$ cat config.mk
export PLATFORM = sky130hd
export DESIGN_NAME = pagerank_unit
export DESIGN_NICKNAME = d
export VERILOG_FILES = /design/src/hdl/pagerank_pkg.sv /design/src/hdl/lane_dispatch.sv /design/src/hdl/vertex_lane.sv /design/src/hdl/memory_port_arbiter.sv /design/src/hdl/pagerank_unit.sv
export SDC_FILE = /design/constraint.sdc
export NUM_CORES = 2
export LEC_CHECK = 0
export ABC_AREA = 1
export ABC_CLOCK_PERIOD_IN_PS = 7140
export BUFFER_PORTS_ARGS = -buffer_cell sky130_fd_sc_hd__buf_2
export CAP_MARGIN = 20
export CORE_UTILIZATION = 39
export CTS_BUF_LIST = sky130_fd_sc_hd__clkbuf_4 sky130_fd_sc_hd__clkbuf_8
export DETAILED_ROUTE_END_ITERATION = 16
export GPL_TIMING_DRIVEN = 0
export HOLD_SLACK_MARGIN = 0.12
export MAX_ROUTING_LAYER = met4
export PLACE_DENSITY = 0.61
export SLEW_MARGIN = 25
export SYNTH_ARGS = -nofsm -noshare
export SYNTH_HDL_FRONTEND = slang
export SYNTH_SLANG_ARGS = --single-unit
$ cat constraint.sdc
create_clock -name clock -period 7.14 [get_ports clock]
set_clock_uncertainty 0.1 [all_clocks]
set_input_delay 0.714 -clock clock [delete_from_list [all_inputs] [get_ports clock]]
set_output_delay 0.714 -clock clock [all_outputs]
set_load 0.02 [all_outputs]
$ cat src/hdl/pagerank_pkg.sv
//////////////////////////////////////////////////
// Rank words in memory are already divided by out-degree
// Vertex ids and edge indices share one 24-bit width
//////////////////////////////////////////////////

package pagerank_pkg;

	localparam int VERTEX_BITS = 24;

	// Basic graph quantities
	typedef logic [VERTEX_BITS-1:0] vertex_id_t;
	typedef logic [23:0]            edge_index_t;
	typedef logic [15:0]            degree_t;

	// Unsigned fixed point, wraps modulo 2^32
	typedef logic [31:0] rank_t;

	// Status counter width
	typedef logic [31:0] count_t;

	// Tags both read commands and read responses
	typedef enum logic {
		WORD_EDGE = 1'b0,
		WORD_RANK = 1'b1
	} word_kind_e;

	// Edge array entry
	typedef struct packed {
		logic [7:0] reserved;
		vertex_id_t src_vertex;
	} edge_entry_t;

	// One memory word, decoded by its kind tag
	typedef union packed {
		edge_entry_t edge_entry;
		rank_t       rank;
	} graph_word_t;

endpackage

$ cat src/hdl/lane_dispatch.sv
//////////////////////////////////////////////////
// Jobs go to the lowest-numbered idle lane
// Only one response per lane may sit in the register
//////////////////////////////////////////////////
`timescale 1ns/100ps

module lane_dispatch #(
	parameter int NUM_LANES = 4,
	localparam int LANE_BITS = (NUM_LANES > 1) ? $clog2(NUM_LANES) : 1
) (
	input  logic                       clock,
	input  logic                       rstn,
	input  logic                       job_valid,
	output logic                       job_ready,
	input  pagerank_pkg::vertex_id_t   job_vertex,
	input  pagerank_pkg::edge_index_t  job_edge_offset,
	input  pagerank_pkg::degree_t      job_degree,
	input  logic                       rsp_valid,
	output logic                       rsp_ready,
	input  pagerank_pkg::word_kind_e   rsp_kind,
	input  logic [LANE_BITS-1:0]       rsp_lane,
	input  pagerank_pkg::graph_word_t  rsp_word,
	input  logic [NUM_LANES-1:0]       lane_idle,
	input  logic [NUM_LANES-1:0]       lane_rsp_accept,
	output logic [NUM_LANES-1:0]       lane_job_valid,
	output pagerank_pkg::vertex_id_t   job_vertex_out,
	output pagerank_pkg::edge_index_t  job_edge_offset_out,
	output pagerank_pkg::degree_t      job_degree_out,
	output logic [NUM_LANES-1:0]       lane_rsp_valid,
	output pagerank_pkg::word_kind_e   rsp_kind_out,
	output pagerank_pkg::graph_word_t  rsp_word_out,
	output pagerank_pkg::count_t       edge_count
);
	import pagerank_pkg::*;

	logic [NUM_LANES-1:0] idle_lowest;
	logic                 accept_sel;
	logic                 rsp_q_valid;
	logic [LANE_BITS-1:0] rsp_q_lane;

	//////////////////////////////////////////////////
	// Job hand-off
	//////////////////////////////////////////////////

	assign job_ready = |lane_idle;
	// Lowest set bit of the idle mask
	assign idle_lowest    = lane_idle & (~lane_idle + 1'b1);
	assign lane_job_valid = job_valid ? idle_lowest : '0;

	assign job_vertex_out      = job_vertex;
	assign job_edge_offset_out = job_edge_offset;
	assign job_degree_out      = job_degree;

	//////////////////////////////////////////////////
	// Response routing
	//////////////////////////////////////////////////

	always_comb begin
		accept_sel = 1'b0;
		for (int i = 0; i < NUM_LANES; i++) begin
			if (rsp_lane == LANE_BITS'(i)) begin
				accept_sel = lane_rsp_accept[i];
			end
		end
	end

	// Lane accept lags by a cycle, so block a lane with one in flight
	assign rsp_ready = accept_sel && !(rsp_q_valid && rsp_q_lane == rsp_lane);

	always_ff @(posedge clock or negedge rstn) begin
		if (!rstn) begin
			rsp_q_valid <= 1'b0;
			edge_count  <= '0;
		end else begin
			rsp_q_valid <= rsp_valid && rsp_ready;
			if (rsp_valid && rsp_ready && rsp_kind == WORD_RANK) begin
				edge_count <= edge_count + 1'b1;
			end
		end
	end

	always_ff @(posedge clock) begin
		if (rsp_valid && rsp_ready) begin
			rsp_q_lane   <= rsp_lane;
			rsp_kind_out <= rsp_kind;
			rsp_word_out <= rsp_word;
		end
	end

	always_comb begin
		for (int i = 0; i < NUM_LANES; i++) begin
			lane_rsp_valid[i] = rsp_q_valid && rsp_q_lane == LANE_BITS'(i);
		end
	end

endmodule

$ cat src/hdl/vertex_lane.sv
//////////////////////////////////////////////////
// Holds one returned edge entry at most
// A stalled edge read keeps its slot over a new rank read
//////////////////////////////////////////////////
`timescale 1ns/100ps

module vertex_lane (
	input  logic                       clock,
	input  logic                       rstn,
	input  logic                       job_valid,
	input  pagerank_pkg::vertex_id_t   job_vertex,
	input  pagerank_pkg::edge_index_t  job_edge_offset,
	input  pagerank_pkg::degree_t      job_degree,
	input  logic                       rsp_valid,
	input  pagerank_pkg::word_kind_e   rsp_kind,
	input  pagerank_pkg::graph_word_t  rsp_word,
	input  logic                       cmd_ready,
	input  logic                       res_ready,
	output logic                       idle,
	output logic                       rsp_accept,
	output logic                       cmd_valid,
	output pagerank_pkg::word_kind_e   cmd_kind,
	output pagerank_pkg::edge_index_t  cmd_index,
	output logic                       res_valid,
	output pagerank_pkg::vertex_id_t   res_vertex,
	output pagerank_pkg::rank_t        res_sum
);
	import pagerank_pkg::*;

	localparam logic [1:0] LANE_IDLE = 2'd0;
	localparam logic [1:0] LANE_WALK = 2'd1;
	localparam logic [1:0] LANE_DONE = 2'd2;

	logic [1:0]  state;
	vertex_id_t  vertex_q;
	edge_index_t offset_q;
	degree_t     degree_q;
	degree_t     edges_issued;
	degree_t     ranks_seen;
	logic        pend_valid;
	vertex_id_t  pend_src;
	logic        stall_edge;
	rank_t       sum_q;
	logic        edge_fire;
	logic        rank_fire;
	logic        rsp_edge;
	logic        rsp_rank;

	assign idle       = state == LANE_IDLE;
	assign rsp_accept = (state == LANE_WALK) && !pend_valid;
	assign res_valid  = state == LANE_DONE;
	assign res_vertex = vertex_q;
	assign res_sum    = sum_q;

	//////////////////////////////////////////////////
	// Command choice
	//////////////////////////////////////////////////

	assign cmd_valid = (state == LANE_WALK) && (pend_valid || edges_issued != degree_q);
	// Rank read first unless an edge read is already waiting on the port
	assign cmd_kind  = (pend_valid && !stall_edge) ? WORD_RANK : WORD_EDGE;
	assign cmd_index = (cmd_kind == WORD_RANK) ? edge_index_t'(pend_src)
		: offset_q + edge_index_t'(edges_issued);

	assign edge_fire = cmd_valid && cmd_ready && cmd_kind == WORD_EDGE;
	assign rank_fire = cmd_valid && cmd_ready && cmd_kind == WORD_RANK;
	assign rsp_edge  = rsp_valid && rsp_kind == WORD_EDGE;
	assign rsp_rank  = rsp_valid && rsp_kind == WORD_RANK;

	//////////////////////////////////////////////////
	// Lane FSM
	//////////////////////////////////////////////////

	always_ff @(posedge clock or negedge rstn) begin
		if (!rstn) begin
			state        <= LANE_IDLE;
			edges_issued <= '0;
			ranks_seen   <= '0;
			pend_valid   <= 1'b0;
			stall_edge   <= 1'b0;
		end else begin
			case (state)
				LANE_IDLE: begin
					if (job_valid) begin
						edges_issued <= '0;
						ranks_seen   <= '0;
						pend_valid   <= 1'b0;
						stall_edge   <= 1'b0;
						state        <= (job_degree == '0) ? LANE_DONE : LANE_WALK;
					end
				end
				LANE_WALK: begin
					stall_edge <= cmd_valid && !cmd_ready && cmd_kind == WORD_EDGE;
					if (edge_fire) begin
						edges_issued <= edges_issued + 1'b1;
					end
					if (rsp_edge) begin
						pend_valid <= 1'b1;
					end else if (rank_fire) begin
						pend_valid <= 1'b0;
					end
					if (rsp_rank) begin
						ranks_seen <= ranks_seen + 1'b1;
						// Last contribution in
						if (ranks_seen + 1'b1 == degree_q) begin
							state <= LANE_DONE;
						end
					end
				end
				LANE_DONE: begin
					if (res_ready) begin
						state <= LANE_IDLE;
					end
				end
				default: state <= LANE_IDLE;
			endcase
		end
	end

	always_ff @(posedge clock) begin
		if (idle && job_valid) begin
			vertex_q <= job_vertex;
			offset_q <= job_edge_offset;
			degree_q <= job_degree;
			sum_q    <= '0;
		end else if (rsp_rank) begin
			sum_q <= sum_q + rsp_word.rank;
		end
		if (rsp_edge) begin
			pend_src <= rsp_word.edge_entry.src_vertex;
		end
	end

endmodule

$ cat src/hdl/memory_port_arbiter.sv
//////////////////////////////////////////////////
// Round-robin over lane commands and lane results
// A stalled winner keeps the grant until it transfers
//////////////////////////////////////////////////
`timescale 1ns/100ps

module memory_port_arbiter #(
	parameter int NUM_LANES = 4,
	localparam int LANE_BITS = (NUM_LANES > 1) ? $clog2(NUM_LANES) : 1
) (
	input  logic                                      clock,
	input  logic                                      rstn,
	input  logic [NUM_LANES-1:0]                      lane_cmd_valid,
	input  pagerank_pkg::word_kind_e  [NUM_LANES-1:0] lane_cmd_kind,
	input  pagerank_pkg::edge_index_t [NUM_LANES-1:0] lane_cmd_index,
	input  logic [NUM_LANES-1:0]                      lane_res_valid,
	input  pagerank_pkg::vertex_id_t  [NUM_LANES-1:0] lane_res_vertex,
	input  pagerank_pkg::rank_t       [NUM_LANES-1:0] lane_res_sum,
	input  logic                                      cmd_ready,
	input  logic                                      res_ready,
	output logic [NUM_LANES-1:0]                      lane_cmd_grant,
	output logic [NUM_LANES-1:0]                      lane_res_grant,
	output logic                                      cmd_valid,
	output pagerank_pkg::word_kind_e                  cmd_kind,
	output logic [LANE_BITS-1:0]                      cmd_lane,
	output pagerank_pkg::edge_index_t                 cmd_index,
	output logic                                      res_valid,
	output pagerank_pkg::vertex_id_t                  res_vertex,
	output pagerank_pkg::rank_t                       res_sum,
	output pagerank_pkg::count_t                      vertex_count
);

	logic [LANE_BITS-1:0] cmd_ptr;
	logic [LANE_BITS-1:0] res_ptr;
	logic [LANE_BITS-1:0] cmd_sel;
	logic [LANE_BITS-1:0] res_sel;

	// First requester at or after the pointer
	function automatic logic [LANE_BITS-1:0] rr_pick(
		input logic [NUM_LANES-1:0] req,
		input logic [LANE_BITS-1:0] ptr
	);
		logic [LANE_BITS-1:0] pick;
		int                   idx;
		pick = ptr;
		for (int k = NUM_LANES - 1; k >= 0; k--) begin
			idx = int'(ptr) + k;
			if (idx >= NUM_LANES) begin
				idx = idx - NUM_LANES;
			end
			if (req[idx]) begin
				pick = LANE_BITS'(idx);
			end
		end
		return pick;
	endfunction

	// Past the winner on transfer, parked on it while stalled
	function automatic logic [LANE_BITS-1:0] ptr_next(
		input logic [LANE_BITS-1:0] ptr,
		input logic [LANE_BITS-1:0] sel,
		input logic                 valid,
		input logic                 ready
	);
		logic [LANE_BITS-1:0] nxt;
		nxt = ptr;
		if (valid && ready) begin
			nxt = (int'(sel) == NUM_LANES - 1) ? '0 : sel + 1'b1;
		end else if (valid) begin
			nxt = sel;
		end
		return nxt;
	endfunction

	//////////////////////////////////////////////////
	// Command and result selection
	//////////////////////////////////////////////////

	assign cmd_sel        = rr_pick(lane_cmd_valid, cmd_ptr);
	assign cmd_valid      = lane_cmd_valid[cmd_sel];
	assign cmd_kind       = lane_cmd_kind[cmd_sel];
	assign cmd_index      = lane_cmd_index[cmd_sel];
	assign cmd_lane       = cmd_sel;
	assign lane_cmd_grant = (cmd_valid && cmd_ready) ? (NUM_LANES'(1) << cmd_sel) : '0;

	assign res_sel        = rr_pick(lane_res_valid, res_ptr);
	assign res_valid      = lane_res_valid[res_sel];
	assign res_vertex     = lane_res_vertex[res_sel];
	assign res_sum        = lane_res_sum[res_sel];
	assign lane_res_grant = (res_valid && res_ready) ? (NUM_LANES'(1) << res_sel) : '0;

	always_ff @(posedge clock or negedge rstn) begin
		if (!rstn) begin
			cmd_ptr      <= '0;
			res_ptr      <= '0;
			vertex_count <= '0;
		end else begin
			cmd_ptr <= ptr_next(cmd_ptr, cmd_sel, cmd_valid, cmd_ready);
			res_ptr <= ptr_next(res_ptr, res_sel, res_valid, res_ready);
			if (res_valid && res_ready) begin
				vertex_count <= vertex_count + 1'b1;
			end
		end
	end

endmodule

$ cat src/hdl/pagerank_unit.sv
//////////////////////////////////////////////////
// Memory must echo the kind and lane of each command
//////////////////////////////////////////////////
`timescale 1ns/100ps

module pagerank_unit #(
	parameter int NUM_LANES = 4,
	localparam int LANE_BITS = (NUM_LANES > 1) ? $clog2(NUM_LANES) : 1
) (
	input  logic                       clock,
	input  logic                       rstn,
	input  logic                       job_valid,
	output logic                       job_ready,
	input  pagerank_pkg::vertex_id_t   job_vertex,
	input  pagerank_pkg::edge_index_t  job_edge_offset,
	input  pagerank_pkg::degree_t      job_degree,
	output logic                       cmd_valid,
	input  logic                       cmd_ready,
	output pagerank_pkg::word_kind_e   cmd_kind,
	output logic [LANE_BITS-1:0]       cmd_lane,
	output pagerank_pkg::edge_index_t  cmd_index,
	input  logic                       rsp_valid,
	output logic                       rsp_ready,
	input  pagerank_pkg::word_kind_e   rsp_kind,
	input  logic [LANE_BITS-1:0]       rsp_lane,
	input  pagerank_pkg::graph_word_t  rsp_word,
	output logic                       res_valid,
	input  logic                       res_ready,
	output pagerank_pkg::vertex_id_t   res_vertex,
	output pagerank_pkg::rank_t        res_sum,
	output pagerank_pkg::count_t       vertex_count,
	output pagerank_pkg::count_t       edge_count
);
	import pagerank_pkg::*;

	logic [NUM_LANES-1:0]        lane_idle;
	logic [NUM_LANES-1:0]        lane_rsp_accept;
	logic [NUM_LANES-1:0]        lane_job_valid;
	logic [NUM_LANES-1:0]        lane_rsp_valid;
	logic [NUM_LANES-1:0]        lane_cmd_valid;
	logic [NUM_LANES-1:0]        lane_cmd_grant;
	logic [NUM_LANES-1:0]        lane_res_valid;
	logic [NUM_LANES-1:0]        lane_res_grant;
	word_kind_e  [NUM_LANES-1:0] lane_cmd_kind;
	edge_index_t [NUM_LANES-1:0] lane_cmd_index;
	vertex_id_t  [NUM_LANES-1:0] lane_res_vertex;
	rank_t       [NUM_LANES-1:0] lane_res_sum;
	vertex_id_t                  job_vertex_d;
	edge_index_t                 job_edge_offset_d;
	degree_t                     job_degree_d;
	word_kind_e                  rsp_kind_d;
	graph_word_t                 rsp_word_d;

	lane_dispatch #(.NUM_LANES(NUM_LANES)) lane_dispatch_inst (
		.clock              (clock),
		.rstn               (rstn),
		.job_valid          (job_valid),
		.job_ready          (job_ready),
		.job_vertex         (job_vertex),
		.job_edge_offset    (job_edge_offset),
		.job_degree         (job_degree),
		.rsp_valid          (rsp_valid),
		.rsp_ready          (rsp_ready),
		.rsp_kind           (rsp_kind),
		.rsp_lane           (rsp_lane),
		.rsp_word           (rsp_word),
		.lane_idle          (lane_idle),
		.lane_rsp_accept    (lane_rsp_accept),
		.lane_job_valid     (lane_job_valid),
		.job_vertex_out     (job_vertex_d),
		.job_edge_offset_out(job_edge_offset_d),
		.job_degree_out     (job_degree_d),
		.lane_rsp_valid     (lane_rsp_valid),
		.rsp_kind_out       (rsp_kind_d),
		.rsp_word_out       (rsp_word_d),
		.edge_count         (edge_count)
	);

	//////////////////////////////////////////////////
	// Vertex lanes
	//////////////////////////////////////////////////

	for (genvar i = 0; i < NUM_LANES; i++) begin : g_lane
		vertex_lane vertex_lane_inst (
			.clock          (clock),
			.rstn           (rstn),
			.job_valid      (lane_job_valid[i]),
			.job_vertex     (job_vertex_d),
			.job_edge_offset(job_edge_offset_d),
			.job_degree     (job_degree_d),
			.rsp_valid      (lane_rsp_valid[i]),
			.rsp_kind       (rsp_kind_d),
			.rsp_word       (rsp_word_d),
			.cmd_ready      (lane_cmd_grant[i]),
			.res_ready      (lane_res_grant[i]),
			.idle           (lane_idle[i]),
			.rsp_accept     (lane_rsp_accept[i]),
			.cmd_valid      (lane_cmd_valid[i]),
			.cmd_kind       (lane_cmd_kind[i]),
			.cmd_index      (lane_cmd_index[i]),
			.res_valid      (lane_res_valid[i]),
			.res_vertex     (lane_res_vertex[i]),
			.res_sum        (lane_res_sum[i])
		);
	end

	memory_port_arbiter #(.NUM_LANES(NUM_LANES)) memory_port_arbiter_inst (
		.clock          (clock),
		.rstn           (rstn),
		.lane_cmd_valid (lane_cmd_valid),
		.lane_cmd_kind  (lane_cmd_kind),
		.lane_cmd_index (lane_cmd_index),
		.lane_res_valid (lane_res_valid),
		.lane_res_vertex(lane_res_vertex),
		.lane_res_sum   (lane_res_sum),
		.cmd_ready      (cmd_ready),
		.res_ready      (res_ready),
		.lane_cmd_grant (lane_cmd_grant),
		.lane_res_grant (lane_res_grant),
		.cmd_valid      (cmd_valid),
		.cmd_kind       (cmd_kind),
		.cmd_lane       (cmd_lane),
		.cmd_index      (cmd_index),
		.res_valid      (res_valid),
		.res_vertex     (res_vertex),
		.res_sum        (res_sum),
		.vertex_count   (vertex_count)
	);

endmodule

# After elaboration in Yosys (flattened, before gate mapping)
# Cells that the tools add are included.
# word_totals
reg_bits	728
in_bits	105
output_inout_bits	151
elab_cells	398
# classes
addsub	35
magnitude_cmp	18
n_eq_ne	49
shifts	2
mux	134
bitwise	7
n_reduce_logical	105
# ops
operator	count
$mux W32	9
$lt A32 B4 Y1 const B	8
$pmux W16 S2	8
$ge A32 B4 Y1 const B	6
$mux W16	12
$sub A32 B4 Y32 const B	6
$mux W24	6
$add A16 B1 Y16 const B	8
$add A32 B32 Y32	4
$add A24 B16 Y24	4
$bmux W24 S2	2
$add A32 B1 Y32 const B	2
$bmux W32 S2	1
$eq A16 B16 Y1	4
$ne A16 B16 Y1	4
$mux W2	31
$logic_and A1 B1 Y1	54
$mux W1	39
$reduce_and A3 Y1	12
$ne A2 B2 Y1 const B	12
$pmux W2 S3	4
$bmux W1 S2	11
$eq A2 B1 Y1 const B	8
$eq A2 B2 Y1 const B	8
other kinds (24)	87

# Logic depth before layout (Yosys ltp)
# logic_depth
ltp_word	19
mapped_depth	25
ltp_nobuf	24

# Hierarchy
# Synthesis repeated with hierarchy kept, for this count alone.
# hier_totals
hier_cells	6574
hier_area_um2	48587.8
# by_module_without_submodules
module	instances	cells_each	area_per_inst_um2
vertex_lane at g_lane[0].vertex_lane_inst ...	2	1271	9850.7
vertex_lane at g_lane[2].vertex_lane_inst	1	1275	9844.4
vertex_lane at g_lane[3].vertex_lane_inst	1	1279	9840.7
memory_port_arbiter	1	979	5293.8
lane_dispatch	1	499	3907.5

# Worst setup path before layout
# OpenSTA, ideal clock, no wires.
# synth_path
kind	in2reg
from	input job_valid
to	register g_lane[1].vertex_lane_inst.edges_issued[10]
setup_ps	66
arrival_ps	6914
required_ps	6974
slack_ps	60
cell_stages	8
cell_sequence	inv_1 nor3_1 inv_1 nand2_1 clkbuf_1 clkbuf_1 nand3_1 nand2_1
# synth_via
elab_chain_cells	3
# synth_rtl
element	line_no	text
start: declaration	pagerank_unit.sv:12	input logic job_valid,
$mux W4	lane_dispatch.sv:48	assign lane_job_valid = job_valid ? idle_lowest : '0;
$ne A2 B2 Y1 (no source line)	--	
$reduce_and A3 Y1 (no source line)	--	
end signal: assignment	vertex_lane.sv:95	edges_issued <= edges_issued + 1'b1;
end: declaration	vertex_lane.sv:38	degree_t edges_issued;
# Every way passes these cells.
# A chain may end at the register's enable or synchronous reset.

# Worst setup path after layout
# layout_path
from	register g_lane[1].vertex_lane_inst.edges_issued[2]
to	output cmd_index[19]
# layout_via
elab_chain_cells	12
word_cells_on_any_way	23
cone_classes	add/sub: 1; eq/ne: 1; mux: 19; reduce/logical: 2
# layout_rtl
element	line_no	text
$ne A16 B16 Y1	vertex_lane.sv:59	assign cmd_valid = (state == LANE_WALK) && (pend_valid || edges_issued != degree_q);
$logic_or A1 B1 Y1	vertex_lane.sv:59	
$logic_and A1 B1 Y1	vertex_lane.sv:59	
$bmux W1 S2	memory_port_arbiter.sv:51	if (req[idx]) begin
$mux W1 (implied by the code) (2 in series)	memory_port_arbiter.sv:51	
$mux W2 (4 in series)	memory_port_arbiter.sv:51	
$bmux W24 S2 *	memory_port_arbiter.sv:82	assign cmd_index = lane_cmd_index[cmd_sel];
$mux W24 (implied by the code) *	memory_port_arbiter.sv:82	
end: declaration	pagerank_unit.sv:21	output pagerank_pkg::edge_index_t cmd_index,
# Every way passes the cells marked *; elsewhere a longest branch is shown, timed or not. The select of a mux whose other input is x is not followed.

==> flow_summary.json <==
{
  "use_met3": 0.04017,
  "vias": 38540,
  "grt_max_degree": 86,
  "synth.distinct_cells": 66,
  "cts_resized": 0,
  "start_util": 0.3930,
  "hold_path_startpoint": "job_degree[12]",
  "setup_viol": 0,
  "die_y_um": 333.0,
  "avgSynthCellArea_um2": 8.361,
  "final_common_cell": "nand2_1",
  "cts_root_buf": "clkbuf_8",
  "slew_violations": 0,
  "yosys_warnings": 0,
  "drc": 0,
  "drv_cap": 0,
  "fin_util": 0.4604,
  "period_share": 0.8334,
  "routedWlPerCell_um": 20.60,
  "end_kind": "primary output",
  "gr-usage-met1": 0.3425,
  "drt-total-wl_mm": 147.5,
  "grt_busiest_layer": "met2",
  "synth-edff-count": 387,
  "ant_nets": 0,
  "critPathMaxStageDelay_ns": 0.70,
  "grt_pass1_wl_mm": 221.3,
  "die-area_um2": 110900,
  "nets": 5946,
  "viasPerCell": 5.384,
  "worstPathArrival_ns": 5.14,
  "clock_latency_ns": 0.85,
  "grt_pass1_vias": 36620,
  "numCtsBuffers": 140,
  "ys_async_sr_fraction": 0.2926,
  "synth-main-ff-cell": "edfxtp_1",
  "antenna_found_initial": 5,
  "final-hold-violation-count": 0,
  "syn_inst": 5110,
  "die_x_um": 333.0,
  "synth.net_count": 5429,
  "cts_setup_buffers": 0,
  "cp_common_cell": "a21oi_1",
  "crit_fanout": 6,
  "critPathKind": "flip-flop to primary output",
  "layout-drive-gt1-share": 0.1040,
  "critPathSlowestCell": "o21ai_0",
  "grt.total_usage": 0.2695,
  "r2r-start": "g_lane[2].vertex_lane_inst.edges_issued[15]$_DFFE_PN0P_",
  "relSlewSlack": 0.3042,
  "p_leak_nw": 22.42,
  "cellPowerDensity_nw_per_um2": 420.8,
  "area_growth_syn_to_layout_pct": 17.15,
  "grt_overflow_total": 0,
  "rsz0062_at_grt": "no",
  "drt-pass1-iter-count": 8,
  "std_cell_rows": 121,
  "whs_ns": 0.1840,
  "place_congestion": 0.9891,
  "cts_sinks": 728,
  "required_ns": 6.33,
  "cts_tree": "built",
  "mostFrequentLayoutCells": "nand2_1, inv_1, nor2_1",
  "met2_usage": 0.4251,
  "htree_levels": 4,
  "ys_ff_latch": 728,
  "setup.worst_path.start": "g_lane[1].vertex_lane_inst.edges_issued[2]$_DFFE_PN0P_",
  "ctsHoldBuffers": 97,
  "period_minus_slack_ns": 5.950,
  "io_buffers": 255,
  "outcome": "complete, no violations",
  "syn_area_um2": 42720,
  "path_clk_slew_ns": 0.06,
  "critPathLaunchType": "flip-flop",
  "worstMarginPinSlew_ns": 1.044,
  "crit_path_cell_trace": "ha_1 > a21oi_1 > nand2_1 > a31oi_1 > o21ai_0 > a21oi_1 > inv_1 > a21oi_1 > nor2_1 > o21ai_0 > o21ai_0 > a21oi_1 > a21oi_1 > nand2_1 > nand2_1 > o21ai_0 > buf_2",
  "post-dp-hpwl_mm": 112.4,
  "synth-seq-area-share": 0.4568,
  "min_path_type": "primary input to flip-flop",
  "core_um2": 108700,
  "fmax_ghz": 0.1681,
  "clock_path_buffers": 3,
  "ir_worst_vdd_mv": 0.5598,
  "num_io_pins": 256,
  "drt_iter0_drc": 3431
}
## state kept, by name, indices dropped and copies added (netlist names), 2 cells and up
| name | count |
|---|---|
| g_lane.vertex_lane_inst.res_sum | 128 |
| g_lane.vertex_lane_inst.offset_q | 96 |
| g_lane.vertex_lane_inst.pend_src | 96 |
| g_lane.vertex_lane_inst.res_vertex | 96 |
| g_lane.vertex_lane_inst.degree_q | 64 |
| g_lane.vertex_lane_inst.edges_issued | 64 |
| g_lane.vertex_lane_inst.ranks_seen | 64 |
| lane_dispatch_inst.edge_count | 32 |
| lane_dispatch_inst.rsp_word_out | 32 |
| memory_port_arbiter_inst.vertex_count | 32 |
| g_lane.vertex_lane_inst.state | 8 |
| g_lane.vertex_lane_inst.pend_valid | 4 |
| g_lane.vertex_lane_inst.stall_edge | 4 |
| lane_dispatch_inst.rsp_q_lane | 2 |
| memory_port_arbiter_inst.cmd_ptr | 2 |
| memory_port_arbiter_inst.res_ptr | 2 |
## cell usage after synthesis (8+ instances only)
library cell     n  area, µm²
nor3_1          80      400.4
ha_1           206       2577
a21oi_1        299       1496
dfrtp_1        213       5330
nand3_1        215       1076
xor2_1         268       2347
or2_2           13      81.33
nor2_1         472       1772
o221ai_1        10      87.58
o32ai_1         27      236.5
o211ai_1        46      345.3
o21a_1          13      97.59
a21o_1          11      82.58
fa_1             8      160.2
dfxtp_1        128       2562
clkbuf_1       122      457.9
nand2_1       1060       3979
o21ai_0        423       2117
o21bai_1        62      465.5
nand4_1         95      594.3
xnor2_1         79      691.9
a31oi_1         34      212.7
a21boi_0        14      105.1
nor4_1          43      269.0
o22ai_1         75      469.2
a22oi_1          8      60.06
edfxtp_1       387      11620
buf_2           13      65.06
o21ai_1         20      100.1
inv_1          569       2136
inv_2           14      52.55
## metrics by stage
step | total power [mW] | cell area (µm²) | instances | setup TNS, ns | setup WS [ns]
2_1_floorplan | 12.61 | 42720 | 5110 | 0 | 0.06032
3_3_place_gp | 16.40 | 45770 | 6779 | -658.64 | -7.058
3_5_place_dp | 16.48 | 46150 | 6802 | 0 | 2.183
4_1_cts | 21.01 | 50030 | 7152 | 0 | 1.259
5_1_grt | 22.33 | 50040 | 7155 | 0 | 0.9628
6_report | 21.06 | 50050 | 7158 | 0 | 1.190
## routing by layer
| metal | share of wire | up-vias |
|---|---|---|
| met5 | 0 | - |
| met3 | 0.068 | 341 |
| met4 | 0.044 | 0 |
| met2 | 0.46 | 1473 |
| met1 | 0.43 | 18270 |
| li1 | - | 18450 |
## worst paths after layout
check                                                                     endpoint  slack, ns  depth (start not counted)
max reg2reg                g_lane[0].vertex_lane_inst.edges_issued[15]$_DFFE_PN0P_       2.59                         20
min reg2reg                    g_lane[2].vertex_lane_inst.res_sum[31]$_SDFFE_PP0P_       0.36                          1
max in group asynchronous    memory_port_arbiter_inst.vertex_count[24]$_DFFE_PN0P_       5.78                          3
min                              g_lane[3].vertex_lane_inst.degree_q[12]$_DFFE_PP_       0.18                          1
max                                                                  cmd_index[19]       1.19                         17
min in group asynchronous     g_lane[3].vertex_lane_inst.ranks_seen[4]$_DFFE_PN0P_       0.29                          2
## where the power goes
part	total [mW]	internal [mW]	leakage (nW)	switching [mW]
sequential	5.82	5.17	7.37	0.648
combinational	10.8	3.35	13.5	7.50
clock	4.40	2.44	1.54	1.96
## worst max-delay path, delay by kind of cell (launching register included)
family	cells	cell delay, ns
and+or+nand+nor	4	0.36
DFF	1	0.45
AOI/OAI and AO/OA	10	2.74
adders and majority gates	1	0.39
buffers and inverters	2	0.37
## kinds of logic after synthesis
logic type / count (synthesis) / synth area share
fa+ha+maj: 214 / 0.06408
buf+inv: 730 / 0.06534
mux: 1 / 0.0002636
xor+xnor: 348 / 0.07152
flops: 728 / 0.4568
simple gates: 2011 / 0.1974
compound gates: 1078 / 0.1447
## layout make-up
class | count | area, µm²
diodes | 6 | 15.01
plain buffers | 146 | 606.8
clock buffers | 193 | 2431
clock inverters | 60 | 486.7
fillers | 10630 | 58650
inverters | 584 | 2195
multi-input cells | 3652 | 20450
flip-flops and latches | 728 | 19510
well taps | 1414 | 1769
repair buffers | 375 | 2585
No activity file was read; power rests on OpenSTA's default activity.
